## src/source/wb_defines.svh

```systemverilog
`ifndef WB_DEFINES_SVH
`define WB_DEFINES_SVH

// datapath and register file
`define XLEN 32
`define NUM_REGS 16

// transaction ids, so eight in flight at most
`define ID_W 3

// write-back sizing
`define NUM_WB_UNITS 2
`define WRITEBACK_BUFFERS 2

// multiplier iterations, one byte of multiplier per step
`define MUL_STEPS 4

`endif

```

## src/source/core_types_pkg.sv

```systemverilog
`include "wb_defines.svh"

package core_types_pkg;

    typedef logic [`ID_W-1:0] id_t;
    typedef logic [$clog2(`NUM_REGS)-1:0] reg_addr_t;

    // function codes
    // mul is the only one routed to the multiplier
    typedef enum logic [2:0] {
        fn_add = 3'd0,
        fn_sub = 3'd1,
        fn_xor = 3'd2,
        fn_sll = 3'd3,
        fn_mul = 3'd4
    } funct_e;

    // register-register format, fmt = 0
    typedef struct packed {
        logic fmt;
        funct_e funct;
        reg_addr_t rd;
        reg_addr_t rs1;
        reg_addr_t rs2;
        logic [15:0] unused;
    } rr_instr_t;

    // register-immediate format, fmt = 1
    typedef struct packed {
        logic fmt;
        funct_e funct;
        reg_addr_t rd;
        reg_addr_t rs1;
        logic signed [19:0] imm;
    } ri_instr_t;

    // bit 31 picks the reading
    typedef union packed {
        rr_instr_t rr;
        ri_instr_t ri;
    } instr_u;

endpackage

```

## src/source/wb_types_pkg.sv

```systemverilog
`include "wb_defines.svh"

package wb_types_pkg;

    // one commit buffer slot
    typedef struct packed {
        logic [`XLEN-1:0] rd;
        core_types_pkg::id_t id;
    } commit_buffer_t;

    typedef logic [$clog2(`NUM_WB_UNITS)-1:0] unit_idx_t;

    // lower index wins the ack
    localparam unit_idx_t alu_idx = 1'b0;
    localparam unit_idx_t mul_idx = 1'b1;

endpackage

```

## src/source/wb_interfaces.sv

```systemverilog
`include "wb_defines.svh"

// result handoff from one execution unit
interface unit_writeback_if;
    logic done;
    core_types_pkg::id_t id;
    logic [`XLEN-1:0] rd;
    logic ack;

    modport unit (output done, id, rd, input ack);
    modport wb (input done, id, rd, output ack);
endinterface

// retirement to the register file plus operand bypass to issue
interface rf_writeback_if;
    logic retiring;
    core_types_pkg::id_t id;
    logic [`XLEN-1:0] rd_data;

    // pending ids looked up by issue
    core_types_pkg::id_t rs1_id;
    core_types_pkg::id_t rs2_id;

    // bypass answers from the commit buffer
    logic rs1_valid;
    logic [`XLEN-1:0] rs1_data;
    logic rs2_valid;
    logic [`XLEN-1:0] rs2_data;

    modport writeback (
        output retiring, id, rd_data, rs1_valid, rs1_data, rs2_valid, rs2_data,
        input rs1_id, rs2_id
    );
    modport regfile (input retiring, id, rd_data);
    modport issue (
        output rs1_id, rs2_id,
        input rs1_valid, rs1_data, rs2_valid, rs2_data
    );
endinterface

```

## src/source/issue_stage.sv

```systemverilog
`include "wb_defines.svh"

module issue_stage (
    input logic clk,
    input logic rst,
    input logic instr_valid,
    input core_types_pkg::instr_u instr_word,
    output logic instr_ready,
    rf_writeback_if.issue rf_wb,
    output core_types_pkg::reg_addr_t rs1_addr,
    output core_types_pkg::reg_addr_t rs2_addr,
    input logic [`XLEN-1:0] rs1_reg,
    input logic [`XLEN-1:0] rs2_reg,
    input logic rs1_pending,
    input logic rs2_pending,
    input core_types_pkg::id_t rs1_pend_id,
    input core_types_pkg::id_t rs2_pend_id,
    output logic claim,
    output core_types_pkg::reg_addr_t claim_rd,
    output core_types_pkg::id_t claim_id,
    input logic retired,
    input logic single_cycle_issue_possible,
    output logic alu_start,
    output logic mul_start,
    output core_types_pkg::id_t issue_id,
    output core_types_pkg::funct_e issue_funct,
    output logic [`XLEN-1:0] op_a,
    output logic [`XLEN-1:0] op_b,
    input logic alu_busy,
    input logic mul_busy
);
    localparam int MAX_IN_FLIGHT = 2 ** `ID_W;

    logic is_imm;
    logic is_mul;
    logic [`XLEN-1:0] imm_ext;
    logic rs1_ok;
    logic rs2_ok;
    logic unit_free;
    logic accept;
    core_types_pkg::id_t next_id;
    logic [`ID_W:0] in_flight;

    ////////////////////////////////////////
    // decode
    // fmt, funct, rd and rs1 sit at the same bits in both readings
    assign is_imm = instr_word.ri.fmt;
    assign is_mul = (instr_word.rr.funct == core_types_pkg::fn_mul);
    assign imm_ext = {{(`XLEN-20){instr_word.ri.imm[19]}}, instr_word.ri.imm};

    assign rs1_addr = instr_word.rr.rs1;
    assign rs2_addr = instr_word.rr.rs2;

    ////////////////////////////////////////
    // operands
    // pending ids go to write-back for the bypass lookup
    assign rf_wb.rs1_id = rs1_pend_id;
    assign rf_wb.rs2_id = rs2_pend_id;

    assign op_a = rs1_pending ? rf_wb.rs1_data : rs1_reg;
    assign op_b = is_imm ? imm_ext : (rs2_pending ? rf_wb.rs2_data : rs2_reg);

    // source usable if not pending or already in the commit buffer
    assign rs1_ok = ~rs1_pending | rf_wb.rs1_valid;
    // rs2 field is part of the immediate in ri format
    assign rs2_ok = is_imm | ~rs2_pending | rf_wb.rs2_valid;

    ////////////////////////////////////////
    // stall and dispatch
    // alu results need a free commit slot next cycle
    assign unit_free = is_mul ? ~mul_busy : (~alu_busy & single_cycle_issue_possible);
    assign instr_ready = ~rst & rs1_ok & rs2_ok & unit_free & (in_flight != MAX_IN_FLIGHT);
    assign accept = instr_valid & instr_ready;

    assign alu_start = accept & ~is_mul;
    assign mul_start = accept & is_mul;
    assign issue_id = next_id;
    assign issue_funct = instr_word.rr.funct;

    // r0 is never marked pending
    assign claim = accept & (instr_word.rr.rd != '0);
    assign claim_rd = instr_word.rr.rd;
    assign claim_id = next_id;

    // ids handed out in order, modulo 8
    always_ff @(posedge clk) begin
        if (rst) begin
            next_id <= '0;
            in_flight <= '0;
        end else begin
            if (accept)
                next_id <= next_id + 1'b1;
            in_flight <= in_flight + (`ID_W+1)'(accept) - (`ID_W+1)'(retired);
        end
    end

    // units report busy until their held result is acked
    assert property (@(posedge clk) disable iff (rst)
        !(alu_start && alu_busy) && !(mul_start && mul_busy));

endmodule

```

## src/source/alu_unit.sv

```systemverilog
`include "wb_defines.svh"

module alu_unit (
    input logic clk,
    input logic rst,
    input logic start,
    input core_types_pkg::id_t id,
    input core_types_pkg::funct_e funct,
    input logic [`XLEN-1:0] a,
    input logic [`XLEN-1:0] b,
    output logic busy,
    unit_writeback_if.unit wb
);
    logic [`XLEN-1:0] result;
    logic [`XLEN-1:0] rd_r;
    core_types_pkg::id_t id_r;
    logic done_r;

    // single-cycle ops
    always_comb begin
        case (funct)
            core_types_pkg::fn_sub: result = a - b;
            core_types_pkg::fn_xor: result = a ^ b;
            core_types_pkg::fn_sll: result = a << b[4:0];
            default: result = a + b;
        endcase
    end

    // done set by start, cleared by ack
    always_ff @(posedge clk) begin
        if (rst)
            done_r <= 1'b0;
        else if (start)
            done_r <= 1'b1;
        else if (wb.ack)
            done_r <= 1'b0;
    end

    // result held until write-back takes it
    always_ff @(posedge clk) begin
        if (start) begin
            rd_r <= result;
            id_r <= id;
        end
    end

    assign wb.done = done_r;
    assign wb.id = id_r;
    assign wb.rd = rd_r;
    // an ack this cycle frees the unit for a back-to-back start
    assign busy = done_r & ~wb.ack;

endmodule

```

## src/source/mul_unit.sv

```systemverilog
`include "wb_defines.svh"

module mul_unit (
    input logic clk,
    input logic rst,
    input logic start,
    input core_types_pkg::id_t id,
    input core_types_pkg::funct_e funct,
    input logic [`XLEN-1:0] a,
    input logic [`XLEN-1:0] b,
    output logic busy,
    unit_writeback_if.unit wb
);
    localparam int STEP_W = $clog2(`MUL_STEPS);
    localparam int SLICE = `XLEN / `MUL_STEPS;

    logic running;
    logic done_r;
    logic [STEP_W-1:0] step;
    logic [`XLEN-1:0] mcand;
    logic [`XLEN-1:0] mplier;
    logic [`XLEN-1:0] acc;
    core_types_pkg::id_t id_r;

    ////////////////////////////////////////
    // control
    // operands load on start, then MUL_STEPS iterations
    always_ff @(posedge clk) begin
        if (rst) begin
            running <= 1'b0;
            done_r <= 1'b0;
            step <= '0;
        end else begin
            if (wb.ack)
                done_r <= 1'b0;
            if (start) begin
                running <= 1'b1;
                step <= '0;
            end else if (running) begin
                step <= step + 1'b1;
                // last slice lands with done
                if (step == STEP_W'(`MUL_STEPS - 1)) begin
                    running <= 1'b0;
                    done_r <= 1'b1;
                end
            end
        end
    end

    ////////////////////////////////////////
    // shift-add datapath
    // one multiplier byte per cycle, low XLEN bits kept
    always_ff @(posedge clk) begin
        if (start) begin
            mcand <= a;
            mplier <= b;
            acc <= '0;
            id_r <= id;
        end else if (running) begin
            acc <= acc + mcand * mplier[SLICE-1:0];
            mcand <= mcand << SLICE;
            mplier <= mplier >> SLICE;
        end
    end

    assign wb.done = done_r;
    assign wb.id = id_r;
    assign wb.rd = acc;
    assign busy = running | (done_r & ~wb.ack);

    // result stays up until write-back takes it
    assert property (@(posedge clk) disable iff (rst)
        wb.done && !wb.ack |=> wb.done);

endmodule

```

## src/source/write_back.sv

```systemverilog
`include "wb_defines.svh"

module write_back (
    input logic clk,
    input logic rst,
    unit_writeback_if.wb unit_wb [`NUM_WB_UNITS],
    rf_writeback_if.writeback rf_wb,
    output logic retired,
    output core_types_pkg::id_t retired_id,
    output logic single_cycle_issue_possible
);
    localparam int BUF_IDX_W = $clog2(`WRITEBACK_BUFFERS);
    localparam int CNT_W = $clog2(`NUM_WB_UNITS + `WRITEBACK_BUFFERS) + 1;

    logic unit_done [`NUM_WB_UNITS];
    logic unit_ack [`NUM_WB_UNITS];
    core_types_pkg::id_t unit_id [`NUM_WB_UNITS];
    logic [`XLEN-1:0] unit_rd [`NUM_WB_UNITS];

    wb_types_pkg::commit_buffer_t commit_buffer [`WRITEBACK_BUFFERS];
    logic buf_valid [`WRITEBACK_BUFFERS];
    logic buf_ready [`WRITEBACK_BUFFERS];
    logic buf_write [`WRITEBACK_BUFFERS];
    wb_types_pkg::unit_idx_t buf_sel [`WRITEBACK_BUFFERS];
    logic [BUF_IDX_W-1:0] retire_idx;

    logic [CNT_W-1:0] multi_done;
    logic [CNT_W-1:0] ready_cnt;

    logic [`WRITEBACK_BUFFERS-1:0] rs1_match;
    logic [`WRITEBACK_BUFFERS-1:0] rs2_match;
    logic [BUF_IDX_W-1:0] rs1_sel;
    logic [BUF_IDX_W-1:0] rs2_sel;

    // flatten the interface array so it can be indexed by a variable
    for (genvar u = 0; u < `NUM_WB_UNITS; u++) begin : g_unit
        assign unit_done[u] = unit_wb[u].done;
        assign unit_id[u] = unit_wb[u].id;
        assign unit_rd[u] = unit_wb[u].rd;
        assign unit_wb[u].ack = unit_ack[u];

        // an ack lands in the buffer and retires the cycle after
        assert property (@(posedge clk) disable iff (rst)
            unit_ack[u] |-> unit_done[u] ##1 retired);
    end

    ////////////////////////////////////////
    // retire slot and ready slots
    // lowest valid slot retires
    always_comb begin
        retire_idx = '0;
        for (int i = `WRITEBACK_BUFFERS - 1; i >= 0; i--) begin
            if (buf_valid[i])
                retire_idx = BUF_IDX_W'(i);
        end
    end

    // the retiring slot empties this cycle, so it can take new data
    always_comb begin
        for (int i = 0; i < `WRITEBACK_BUFFERS; i++)
            buf_ready[i] = ~buf_valid[i];
        buf_ready[retire_idx] = 1'b1;
    end

    ////////////////////////////////////////
    // ack arbitration
    // each slot takes the lowest-index done unit not yet acked
    always_comb begin
        unit_ack = '{default: 1'b0};
        buf_write = '{default: 1'b0};
        buf_sel = '{default: '0};
        for (int i = 0; i < `WRITEBACK_BUFFERS; i++) begin
            for (int u = 0; u < `NUM_WB_UNITS; u++) begin
                if (unit_done[u] & ~unit_ack[u] & ~buf_write[i]) begin
                    buf_sel[i] = wb_types_pkg::unit_idx_t'(u);
                    unit_ack[u] = buf_ready[i];
                    buf_write[i] = buf_ready[i];
                end
            end
        end
    end

    // an alu issued now is safe when ready slots outnumber waiting multi-cycle results
    always_comb begin
        multi_done = '0;
        for (int u = 0; u < `NUM_WB_UNITS; u++) begin
            if (u != int'(wb_types_pkg::alu_idx))
                multi_done += CNT_W'(unit_done[u]);
        end
        ready_cnt = '0;
        for (int i = 0; i < `WRITEBACK_BUFFERS; i++)
            ready_cnt += CNT_W'(buf_ready[i]);
    end
    assign single_cycle_issue_possible = (ready_cnt > multi_done);

    ////////////////////////////////////////
    // commit buffer
    always_ff @(posedge clk) begin
        for (int i = 0; i < `WRITEBACK_BUFFERS; i++) begin
            if (rst)
                buf_valid[i] <= 1'b0;
            else
                buf_valid[i] <= buf_write[i] | (buf_valid[i] & ~buf_ready[i]);
        end
    end

    always_ff @(posedge clk) begin
        for (int i = 0; i < `WRITEBACK_BUFFERS; i++) begin
            if (buf_ready[i]) begin
                commit_buffer[i].rd <= unit_rd[buf_sel[i]];
                commit_buffer[i].id <= unit_id[buf_sel[i]];
            end
        end
    end

    ////////////////////////////////////////
    // retirement and bypass
    always_comb begin
        retired = 1'b0;
        rs1_sel = '0;
        rs2_sel = '0;
        for (int i = 0; i < `WRITEBACK_BUFFERS; i++) begin
            retired |= buf_valid[i];
            rs1_match[i] = buf_valid[i] && (commit_buffer[i].id == rf_wb.rs1_id);
            rs2_match[i] = buf_valid[i] && (commit_buffer[i].id == rf_wb.rs2_id);
            if (rs1_match[i])
                rs1_sel = BUF_IDX_W'(i);
            if (rs2_match[i])
                rs2_sel = BUF_IDX_W'(i);
        end
    end

    assign retired_id = commit_buffer[retire_idx].id;

    assign rf_wb.retiring = retired;
    assign rf_wb.id = retired_id;
    assign rf_wb.rd_data = commit_buffer[retire_idx].rd;

    assign rf_wb.rs1_valid = |rs1_match;
    assign rf_wb.rs2_valid = |rs2_match;
    assign rf_wb.rs1_data = commit_buffer[rs1_sel].rd;
    assign rf_wb.rs2_data = commit_buffer[rs2_sel].rd;

endmodule

```

## src/source/register_file.sv

```systemverilog
`include "wb_defines.svh"

module register_file (
    input logic clk,
    input logic rst,
    rf_writeback_if.regfile rf_wb,
    input core_types_pkg::reg_addr_t rs1_addr,
    input core_types_pkg::reg_addr_t rs2_addr,
    output logic [`XLEN-1:0] rs1_reg,
    output logic [`XLEN-1:0] rs2_reg,
    output logic rs1_pending,
    output logic rs2_pending,
    output core_types_pkg::id_t rs1_pend_id,
    output core_types_pkg::id_t rs2_pend_id,
    input logic claim,
    input core_types_pkg::reg_addr_t claim_rd,
    input core_types_pkg::id_t claim_id,
    input core_types_pkg::reg_addr_t dbg_addr,
    output logic [`XLEN-1:0] dbg_data
);
    logic [`XLEN-1:0] regs [`NUM_REGS];
    logic pend [`NUM_REGS];
    core_types_pkg::id_t pend_id [`NUM_REGS];
    // retirement names only an id
    core_types_pkg::reg_addr_t id_to_rd [2**`ID_W];

    core_types_pkg::reg_addr_t ret_rd;
    logic ret_write;

    // write only if this id is still the newest writer of rd
    assign ret_rd = id_to_rd[rf_wb.id];
    assign ret_write = rf_wb.retiring && pend[ret_rd] && (pend_id[ret_rd] == rf_wb.id);

    ////////////////////////////////////////
    // values and pending bits
    always_ff @(posedge clk) begin
        if (rst) begin
            for (int r = 0; r < `NUM_REGS; r++) begin
                regs[r] <= '0;
                pend[r] <= 1'b0;
            end
        end else begin
            if (ret_write) begin
                regs[ret_rd] <= rf_wb.rd_data;
                pend[ret_rd] <= 1'b0;
            end
            // a same-cycle claim overrides the clear
            if (claim)
                pend[claim_rd] <= 1'b1;
        end
    end

    // claim records the new owner both ways
    always_ff @(posedge clk) begin
        if (claim) begin
            pend_id[claim_rd] <= claim_id;
            id_to_rd[claim_id] <= claim_rd;
        end
    end

    ////////////////////////////////////////
    // read ports, r0 hardwired
    assign rs1_reg = (rs1_addr == '0) ? '0 : regs[rs1_addr];
    assign rs2_reg = (rs2_addr == '0) ? '0 : regs[rs2_addr];
    assign rs1_pending = pend[rs1_addr];
    assign rs2_pending = pend[rs2_addr];
    assign rs1_pend_id = pend_id[rs1_addr];
    assign rs2_pend_id = pend_id[rs2_addr];
    assign dbg_data = (dbg_addr == '0) ? '0 : regs[dbg_addr];

endmodule

```

## src/source/wb_subsystem.sv

```systemverilog
`include "wb_defines.svh"

module wb_subsystem (
    input logic clk,
    input logic rst,
    input logic instr_valid,
    input core_types_pkg::instr_u instr_word,
    output logic instr_ready,
    output logic retired,
    output core_types_pkg::id_t retired_id,
    input core_types_pkg::reg_addr_t dbg_addr,
    output logic [`XLEN-1:0] dbg_data
);
    unit_writeback_if unit_wb [`NUM_WB_UNITS] ();
    rf_writeback_if rf_wb ();

    // scoreboard and operand reads
    core_types_pkg::reg_addr_t rs1_addr;
    core_types_pkg::reg_addr_t rs2_addr;
    logic [`XLEN-1:0] rs1_reg;
    logic [`XLEN-1:0] rs2_reg;
    logic rs1_pending;
    logic rs2_pending;
    core_types_pkg::id_t rs1_pend_id;
    core_types_pkg::id_t rs2_pend_id;
    logic claim;
    core_types_pkg::reg_addr_t claim_rd;
    core_types_pkg::id_t claim_id;

    // issue port to the units
    logic alu_start;
    logic mul_start;
    core_types_pkg::id_t issue_id;
    core_types_pkg::funct_e issue_funct;
    logic [`XLEN-1:0] op_a;
    logic [`XLEN-1:0] op_b;
    logic alu_busy;
    logic mul_busy;
    logic single_cycle_issue_possible;

    ////////////////////////////////////////
    // issue
    issue_stage issue0 (
        .clk(clk),
        .rst(rst),
        .instr_valid(instr_valid),
        .instr_word(instr_word),
        .instr_ready(instr_ready),
        .rf_wb(rf_wb),
        .rs1_addr(rs1_addr),
        .rs2_addr(rs2_addr),
        .rs1_reg(rs1_reg),
        .rs2_reg(rs2_reg),
        .rs1_pending(rs1_pending),
        .rs2_pending(rs2_pending),
        .rs1_pend_id(rs1_pend_id),
        .rs2_pend_id(rs2_pend_id),
        .claim(claim),
        .claim_rd(claim_rd),
        .claim_id(claim_id),
        .retired(retired),
        .single_cycle_issue_possible(single_cycle_issue_possible),
        .alu_start(alu_start),
        .mul_start(mul_start),
        .issue_id(issue_id),
        .issue_funct(issue_funct),
        .op_a(op_a),
        .op_b(op_b),
        .alu_busy(alu_busy),
        .mul_busy(mul_busy)
    );

    ////////////////////////////////////////
    // execute
    alu_unit alu0 (
        .clk(clk),
        .rst(rst),
        .start(alu_start),
        .id(issue_id),
        .funct(issue_funct),
        .a(op_a),
        .b(op_b),
        .busy(alu_busy),
        .wb(unit_wb[wb_types_pkg::alu_idx])
    );

    mul_unit mul0 (
        .clk(clk),
        .rst(rst),
        .start(mul_start),
        .id(issue_id),
        .funct(issue_funct),
        .a(op_a),
        .b(op_b),
        .busy(mul_busy),
        .wb(unit_wb[wb_types_pkg::mul_idx])
    );

    ////////////////////////////////////////
    // write-back and register file
    write_back wb0 (
        .clk(clk),
        .rst(rst),
        .unit_wb(unit_wb),
        .rf_wb(rf_wb),
        .retired(retired),
        .retired_id(retired_id),
        .single_cycle_issue_possible(single_cycle_issue_possible)
    );

    register_file rf0 (
        .clk(clk),
        .rst(rst),
        .rf_wb(rf_wb),
        .rs1_addr(rs1_addr),
        .rs2_addr(rs2_addr),
        .rs1_reg(rs1_reg),
        .rs2_reg(rs2_reg),
        .rs1_pending(rs1_pending),
        .rs2_pending(rs2_pending),
        .rs1_pend_id(rs1_pend_id),
        .rs2_pend_id(rs2_pend_id),
        .claim(claim),
        .claim_rd(claim_rd),
        .claim_id(claim_id),
        .dbg_addr(dbg_addr),
        .dbg_data(dbg_data)
    );

endmodule

```

## config.mk

```make
export PLATFORM = sky130hd
export DESIGN_NAME = wb_subsystem
export DESIGN_NICKNAME = d
export VERILOG_FILES = /design/src/source/core_types_pkg.sv /design/src/source/wb_types_pkg.sv /design/src/source/wb_interfaces.sv /design/src/source/issue_stage.sv /design/src/source/alu_unit.sv /design/src/source/mul_unit.sv /design/src/source/write_back.sv /design/src/source/register_file.sv /design/src/source/wb_subsystem.sv
export VERILOG_INCLUDE_DIRS = /design/src /design/src/source
export SDC_FILE = /design/constraint.sdc
export NUM_CORES = 2
export LEC_CHECK = 0
export BUFFER_PORTS_ARGS = -buffer_cell sky130_fd_sc_hd__clkbuf_2
export CAP_MARGIN = 0
export CORE_ASPECT_RATIO = 0.75
export CORE_MARGIN = 8
export CORE_UTILIZATION = 44
export CTS_CLUSTER_DIAMETER = 30
export DETAILED_ROUTE_END_ITERATION = 8
export PLACE_DENSITY = 0.64
export SLEW_MARGIN = 30
export SYNTH_ARGS = -nofsm -noshare
export SYNTH_HDL_FRONTEND = slang
export SYNTH_SLANG_ARGS = --single-unit
```

## constraint.sdc

```tcl
create_clock -name clk -period 19.94 [get_ports clk]
set_clock_uncertainty 0.05 [all_clocks]
set_input_delay 3.988 -clock clk [delete_from_list [all_inputs] [get_ports clk]]
set_output_delay 3.988 -clock clk [all_outputs]
set_load 0.01 [all_outputs]
```

======== Word level (Yosys, flattened, before mapping) ========
Memories as Yosys holds them, arrays and structs flattened.
Index checks and enable logic that the tools add are counted.
cells by class
  equal/unequal tests ..................... 11
  magnitude comparators ................... 5
  shift-type cells ........................ 1
  bitwise logic cells ..................... 46
  reductions and logical operators ........ 19
  multiply operators ...................... 1
  muxes and demuxes ....................... 73
  add/subtract/negate cells ............... 8
operators with widths
  kind                  count
  $mux W32              17
  $pmux W32 S3          1
  $add A32 B32 Y32      2
  $mux W1               45
  $mul A32 B8 Y32       1
  $reduce_or A32 Y1     1
  $shl A32 B5 Y32       1
  $sub A32 B32 Y32      1
  $xor A32 B32 Y32      1
  $mux W3               6
  $and A1 B1 Y1         17
  $eq A3 B3 Y1          5
  $not A1 Y1            15
  $logic_not A4 Y1      3
  $mux W4               3
  $or A1 B1 Y1          9
  $logic_and A1 B1 Y1   7
  $eq A3 B2 Y1 const B  2
  $ge A2 B2 Y1 const B  3
  $not A1 Y2            3
  $reduce_or A2 Y1      3
  $add A4 B1 Y4         1
  $ne A4 B4 Y1 const B  1
  $reduce_bool A2 Y1    2
  13 further kinds      14
storage, ports and cells
  logic and storage cells ................. 182
  register bits after elaboration ......... 146
  RAM bits ................................ 680
  memories ................................ 6
  input bits .............................. 39
memory list
  memory             depth  width  read ports  clocked after Yosys merged registers in  wr ports  RTL line             RTL
  rf0.regs           16     32     3           0                                        16        register_file.sv:21  logic [`XLEN-1:0] regs [`NUM_REGS];
  wb0.commit_buffer  2      35     5           0                                        2         write_back.sv:20     wb_types_pkg::commit_buffer_t commit_buffer [`WRITEBACK_BUFFERS];
  rf0.pend_id        16     3      3           0                                        1         register_file.sv:23  core_types_pkg::id_t pend_id [`NUM_REGS];
  rf0.id_to_rd       8      4      1           0                                        1         register_file.sv:25  core_types_pkg::reg_addr_t id_to_rd [2**`ID_W];
  rf0.pend           16     1      3           0                                        16        register_file.sv:22  logic pend [`NUM_REGS];
  wb0.buf_valid      2      1      2           0                                        2         write_back.sv:21     logic buf_valid [`WRITEBACK_BUFFERS];

======== Depth between registers and ports, before layout ========
An unclocked memory read counts as a cell.
  depth in word-level cells ............... 31
  depth in mapped cells ................... 32
  gate-level depth less buffers ........... 26

======== Hierarchy ========
A second synthesis with hierarchy kept.
second synthesis, totals
  cell total of the unflattened synthesis .. 4536
  area, all modules ....................... 59898.7 µm²
by module, submodules not included
  module         times used  seq. area each (µm²)  cells each  area an instance (µm²)
  register_file  1           18097.4               2242        36794.0
  mul_unit       1           2732.6                1131        11441.0
  alu_unit       1           1071.0                648         5547.8
  write_back     1           2142.1                294         4424.2
  issue_stage    1           140.1                 221         1691.6

======== Worst setup path after synthesis ========
Ideal clock, no wire load.
  kind .................................... input to output
  start point ............................. input port instr_word[20] (netlist bit)
  end point ............................... output port instr_ready
  arrival time ............................ 6.526 ns
  required time ........................... 15.902 ns
  buffers on the path ..................... 3
  path slack .............................. 9.376 ns
  cell stages on the path ................. 9
  path through ............................ buf_4 > buf_6 > mux4_2 > mux4_2 > xor2_1 > clkbuf_1 > nor3_1 > a41oi_1 > a21oi_1
between the ends
  cells in the longest elaborated chain, start to end .. 9
RTL lines
  element                        RTL line           RTL
  from (decl)                    wb_subsystem.sv:7  input core_types_pkg::instr_u instr_word,
  $mem_v2 Z16 W3                 n/a
  $eq A3 B3 Y1                   write_back.sv:124  rs1_match[i] = buf_valid[i] && (commit_buffer[i].id == rf_wb.rs1_id);
  $logic_and A1 B1 Y1            write_back.sv:124
  $reduce_or A2 Y1               write_back.sv:139  assign rf_wb.rs1_valid = |rs1_match;
  $or A1 B1 Y1 *                 issue_stage.sv:64  assign rs1_ok = ~rs1_pending | rf_wb.rs1_valid;
  $and A1 B1 Y1 * (4 in series)  issue_stage.sv:72  assign instr_ready = ~rst & rs1_ok & rs2_ok & unit_free & (in_flight != MAX_IN_FLIGHT);
  to (decl)                      wb_subsystem.sv:8  output logic instr_ready,
Mark *: on every way between the ends. The rest lies on a longest branch, timed or not.

======== Worst setup path after layout ========
  start point ............................. input port instr_word[16] (netlist bit)
  end point ............................... register alu0.rd_r[28] (netlist: alu0.wb.rd[28]) (data pin)
between the ends
  cells in the longest elaborated chain, start to end .. 9
RTL lines
  element                                   RTL line           RTL
  $mem_v2 Z16 W3                            n/a
  $eq A3 B3 Y1                              write_back.sv:125  rs2_match[i] = buf_valid[i] && (commit_buffer[i].id == rf_wb.rs2_id);
  $logic_and A1 B1 Y1                       write_back.sv:125
  $mux W1                                   write_back.sv:128  if (rs2_match[i])
  $mem_v2 Z2 W35                            n/a
  $mux W32                                  issue_stage.sv:61  assign op_b = is_imm ? imm_ext : (rs2_pending ? rf_wb.rs2_data : rs2_reg);
  $mux W32 *                                issue_stage.sv:61
  $add A32 B32 Y32 (tied with other cells)  alu_unit.sv:25     default: result = a + b;
  $pmux W32 S3 *                            alu_unit.sv:21     case (funct)
  net alu0.result[28]                       alu_unit.sv:14     logic [`XLEN-1:0] result;
  to (signal assigned)                      alu_unit.sv:42     rd_r <= result;
  to (decl)                                 alu_unit.sv:15     logic [`XLEN-1:0] rd_r;
Mark *: on every way through the listed nets, which the timed path passes. The rest lies on a longest branch.
A chain may end at the register's enable or synchronous reset.

==> impl_metrics.yaml <==
die:
  ioPinCount: 76
  dieHeight_um: 332
  num_rows: 116
  core_area_um2: 133000
  fp.dieArea_um2: 145000
  die_width_um: 437
  initial_core_util: 0.441
critical_path:
  crit_arrival_ns: 13.47
  start_kind: "primary input"
  cp_max_fo: 53
  required_ns: 20.41
  worst-setup-path-type: "primary input to flop"
  end_kind: "flop"
cts:
  cts_setup_buffers: 0
  cts_tree: "done"
  cts_made_buffers: 173
  clockBufferDepth: 3
  ctsHtreeMaxLevel: 4
  clock-sinks: 826
  clk_pin_slew_ns: 0.05
  clock_latency_ns: 0.79
  hold_buffers: 0
  cts_root_buf: "clkbuf_16"
  ctsResizeCount: 0
power_and_ir_drop:
  pwr-share-comb: 0.324
  power_frac_seq: 0.278
  switchingPower_mw: 2.60
  switching_share: 0.344
  p_leak_nw: 24.7
  clock_power_share: 0.397
  internal_power_mw: 4.98
  ir_worst_vdd_mv: 0.101
  power.density_nw_per_um2: 113
route:
  drt_iter0_markers: 6256
  vias: 44095
  ant_nets: 0
  firstDrtPassIters: 6
  routed_wl_mm: 199
  wl_per_cell_um: 29.4
  via_per_inst: 6.50
  drc: 0
yosys:
  synth_cells: 4860
  yosysWarnings: 0
  synthDistinctLibCells: 103
  yosys_register_bits: 826
  avgSynthCellArea_um2: 12.0
  yosysTopAreaCell: "edfxtp_1"
  syn_area_um2: 58500
  ys.flop_type: "edfxtp_1"
  synth_edf_count: 764
  synth_async_sr_flop_share: 0
  ys_seq_area_frac: 0.414
  synthDominantCellAreaShare: 0.392
  netlist_top_cells_area: "edfxtp_1, mux4_2, fa_1"
finish:
  layout_commonest_cell: "edfxtp_1"
  layout_common_cells: "edfxtp_1, mux4_2, nor2_1"
  multi_input_area_um2: 31800
  fillers: 11557
  fin_nets: 5164
  drive_gt1_frac: 0.236
  fin_cells: 6779
  seq_area_um2: 24200
  area_delta_synth_final_pct: 14.4
placed_design:
  gp_congestion: 0.957
  io_buffers: 75
  hpwlAfterDp_mm: 128
  place_inst: 6444
timing:
  fin_tns_setup_ns: 0
  maxSlewViolCount: 0
  relSlewSlack: 0.264
  setup_viol: 0
  fmax_ghz: 0.0769
  tightest_slew_ns: 1.10
  period_minus_slack_ns: 13.00
  fin_crit_sh: 0.652
  final_hold_viol_count: 0
  grt_setup_unrepaired: "false"
job:
  max-cap-violations: 0
global_route:
  grt_overflow: 0
  grt_max_degree: 133
  grt.total_usage: 0.268
  grt_pass1_wl_mm: 293
  antenna_found_initial: 3
  first_global_vias: 43031
worst_hold_path:
  min_path_type: "flop to flop"
outcome:
  status: "completed"
final cells by class:
type / instances / area share
Sequential cell: 826 / 0.362
Timing Repair Buffer: 208 / 0.0233
Clock buffer: 197 / 0.0686
Multi-Input combinational cell: 3381 / 0.476
Tap cell: 1770 / 0.0331
Clock inverter: 129 / 0.0226
Antenna cell: 3 / 0.000112
Inverter: 265 / 0.0149
flip-flops by register name, summed over array words and instances, names as in the netlist, 4 cells and up:
name               flops
mul0.mcand            32
mul0.wb.rd            32
mul0.mplier           32
rf0.regs             512
rf0.pend_id           48
rf0.pend              16
issue0.in_flight       4
alu0.wb.rd            32
wb0.commit_buffer     70
rf0.id_to_rd          32
critical path: stages:
cell and delay [ns]:
buf_8 0.24, buf_16 0.39, buf_4 0.63, mux4_2 0.58, mux2i_1 0.33, mux2i_1 0.27
mux2i_2 0.62, nand3_1 0.19, o221ai_1 0.37, mux2_2 0.77, inv_1 0.54, ha_1 0.42
nand2_1 0.05, o21ai_0 0.18, fa_1 0.49, nor2b_1 0.12, o21ai_0 0.11, a21o_1 0.25
a221o_1 0.38, a2111oi_0 0.70, nor4_1 0.24, nor3_1 0.49, nor4_1 0.16, o21bai_1 0.21
a21oi_1 0.10, xnor2_1 0.13, a221o_1 0.35
cells by family (layout without fill, tap and decap cells):
family,Yosys count,count (layout),synth area share
multiplexers,750,750,0.237
other,2,41,0.000128
AND/OR/NAND/NOR,1583,1583,0.127
XOR/XNOR,133,133,0.0203
buffers and inverters,689,799,0.0506
AO/OA/AOI/OAI,607,607,0.0693
flip-flops,826,826,0.414
adder cells (fa/ha/maj),270,270,0.0819
metrics by stage:
step | utilization | setup slack [ns] | total power, mW | hold slack [ns] | instance area, µm²
CTS | 0.503 | 6.81 | 7.57 | 0.427 | 66700
finish | 0.504 | 6.94 | 7.58 | 0.423 | 66900
global route | 0.504 | 6.30 | 7.96 | 0.451 | 66900
floorplan | - | 9.38 | 3.90 | 0.391 | 58600
global placement | 0.457 | 6.12 | 4.51 | 0.404 | 60600
detailed placement | 0.457 | 6.08 | 4.55 | 0.422 | 60600
final timing paths:
kind         cells after the start  slack [ns]        endpoint          startpoint
max                             27        6.94  alu0.wb.rd[28]      instr_word[16]
min                              2        0.42  mul0.wb.rd[29]      mul0.wb.rd[29]
max reg2reg                     24       11.24  alu0.wb.rd[28]  rf0.pend_id[10][1]
min reg2reg                      2        0.42  mul0.wb.rd[29]      mul0.wb.rd[29]
cell usage after synthesis (all sizes together), types with 14 or more instances:
cell and n:
edfxtp 764, mux4 500, nor2 439, nand2 387, nor3 368, inv 264
clkbuf 257, mux2i 200, fa 188, o21ai 187, buf 167, and2 117
a21oi 115, xnor2 83, ha 82, nand3 80, dfxtp 62, nor2b 54
mux2 50, xor2 49, nand2b 40, a22oi 36, o211ai 31, or3 29
a21o 24, o31ai 24, nand4 21, and3 19, a211oi 18, o21a 18
a311oi 14
power by group through the flow:
stage	clock network, mW	logic, mW	registers [mW]
6_report	3.01	2.46	2.11
5_1_grt	3.11	2.73	2.12
4_1_cts	3.03	2.43	2.11
3_5_place_dp	0	2.41	2.14
3_3_place_gp	0	2.37	2.13
2_1_floorplan	0	1.80	2.10
layer usage:
layer / share of wire / global-route usage
met5: 0 / 0
met4: 0.047 / 0.120
met3: 0.13 / 0.0679
met2: 0.44 / 0.390
met1: 0.39 / 0.377
(Power assumes the default switching activity.)
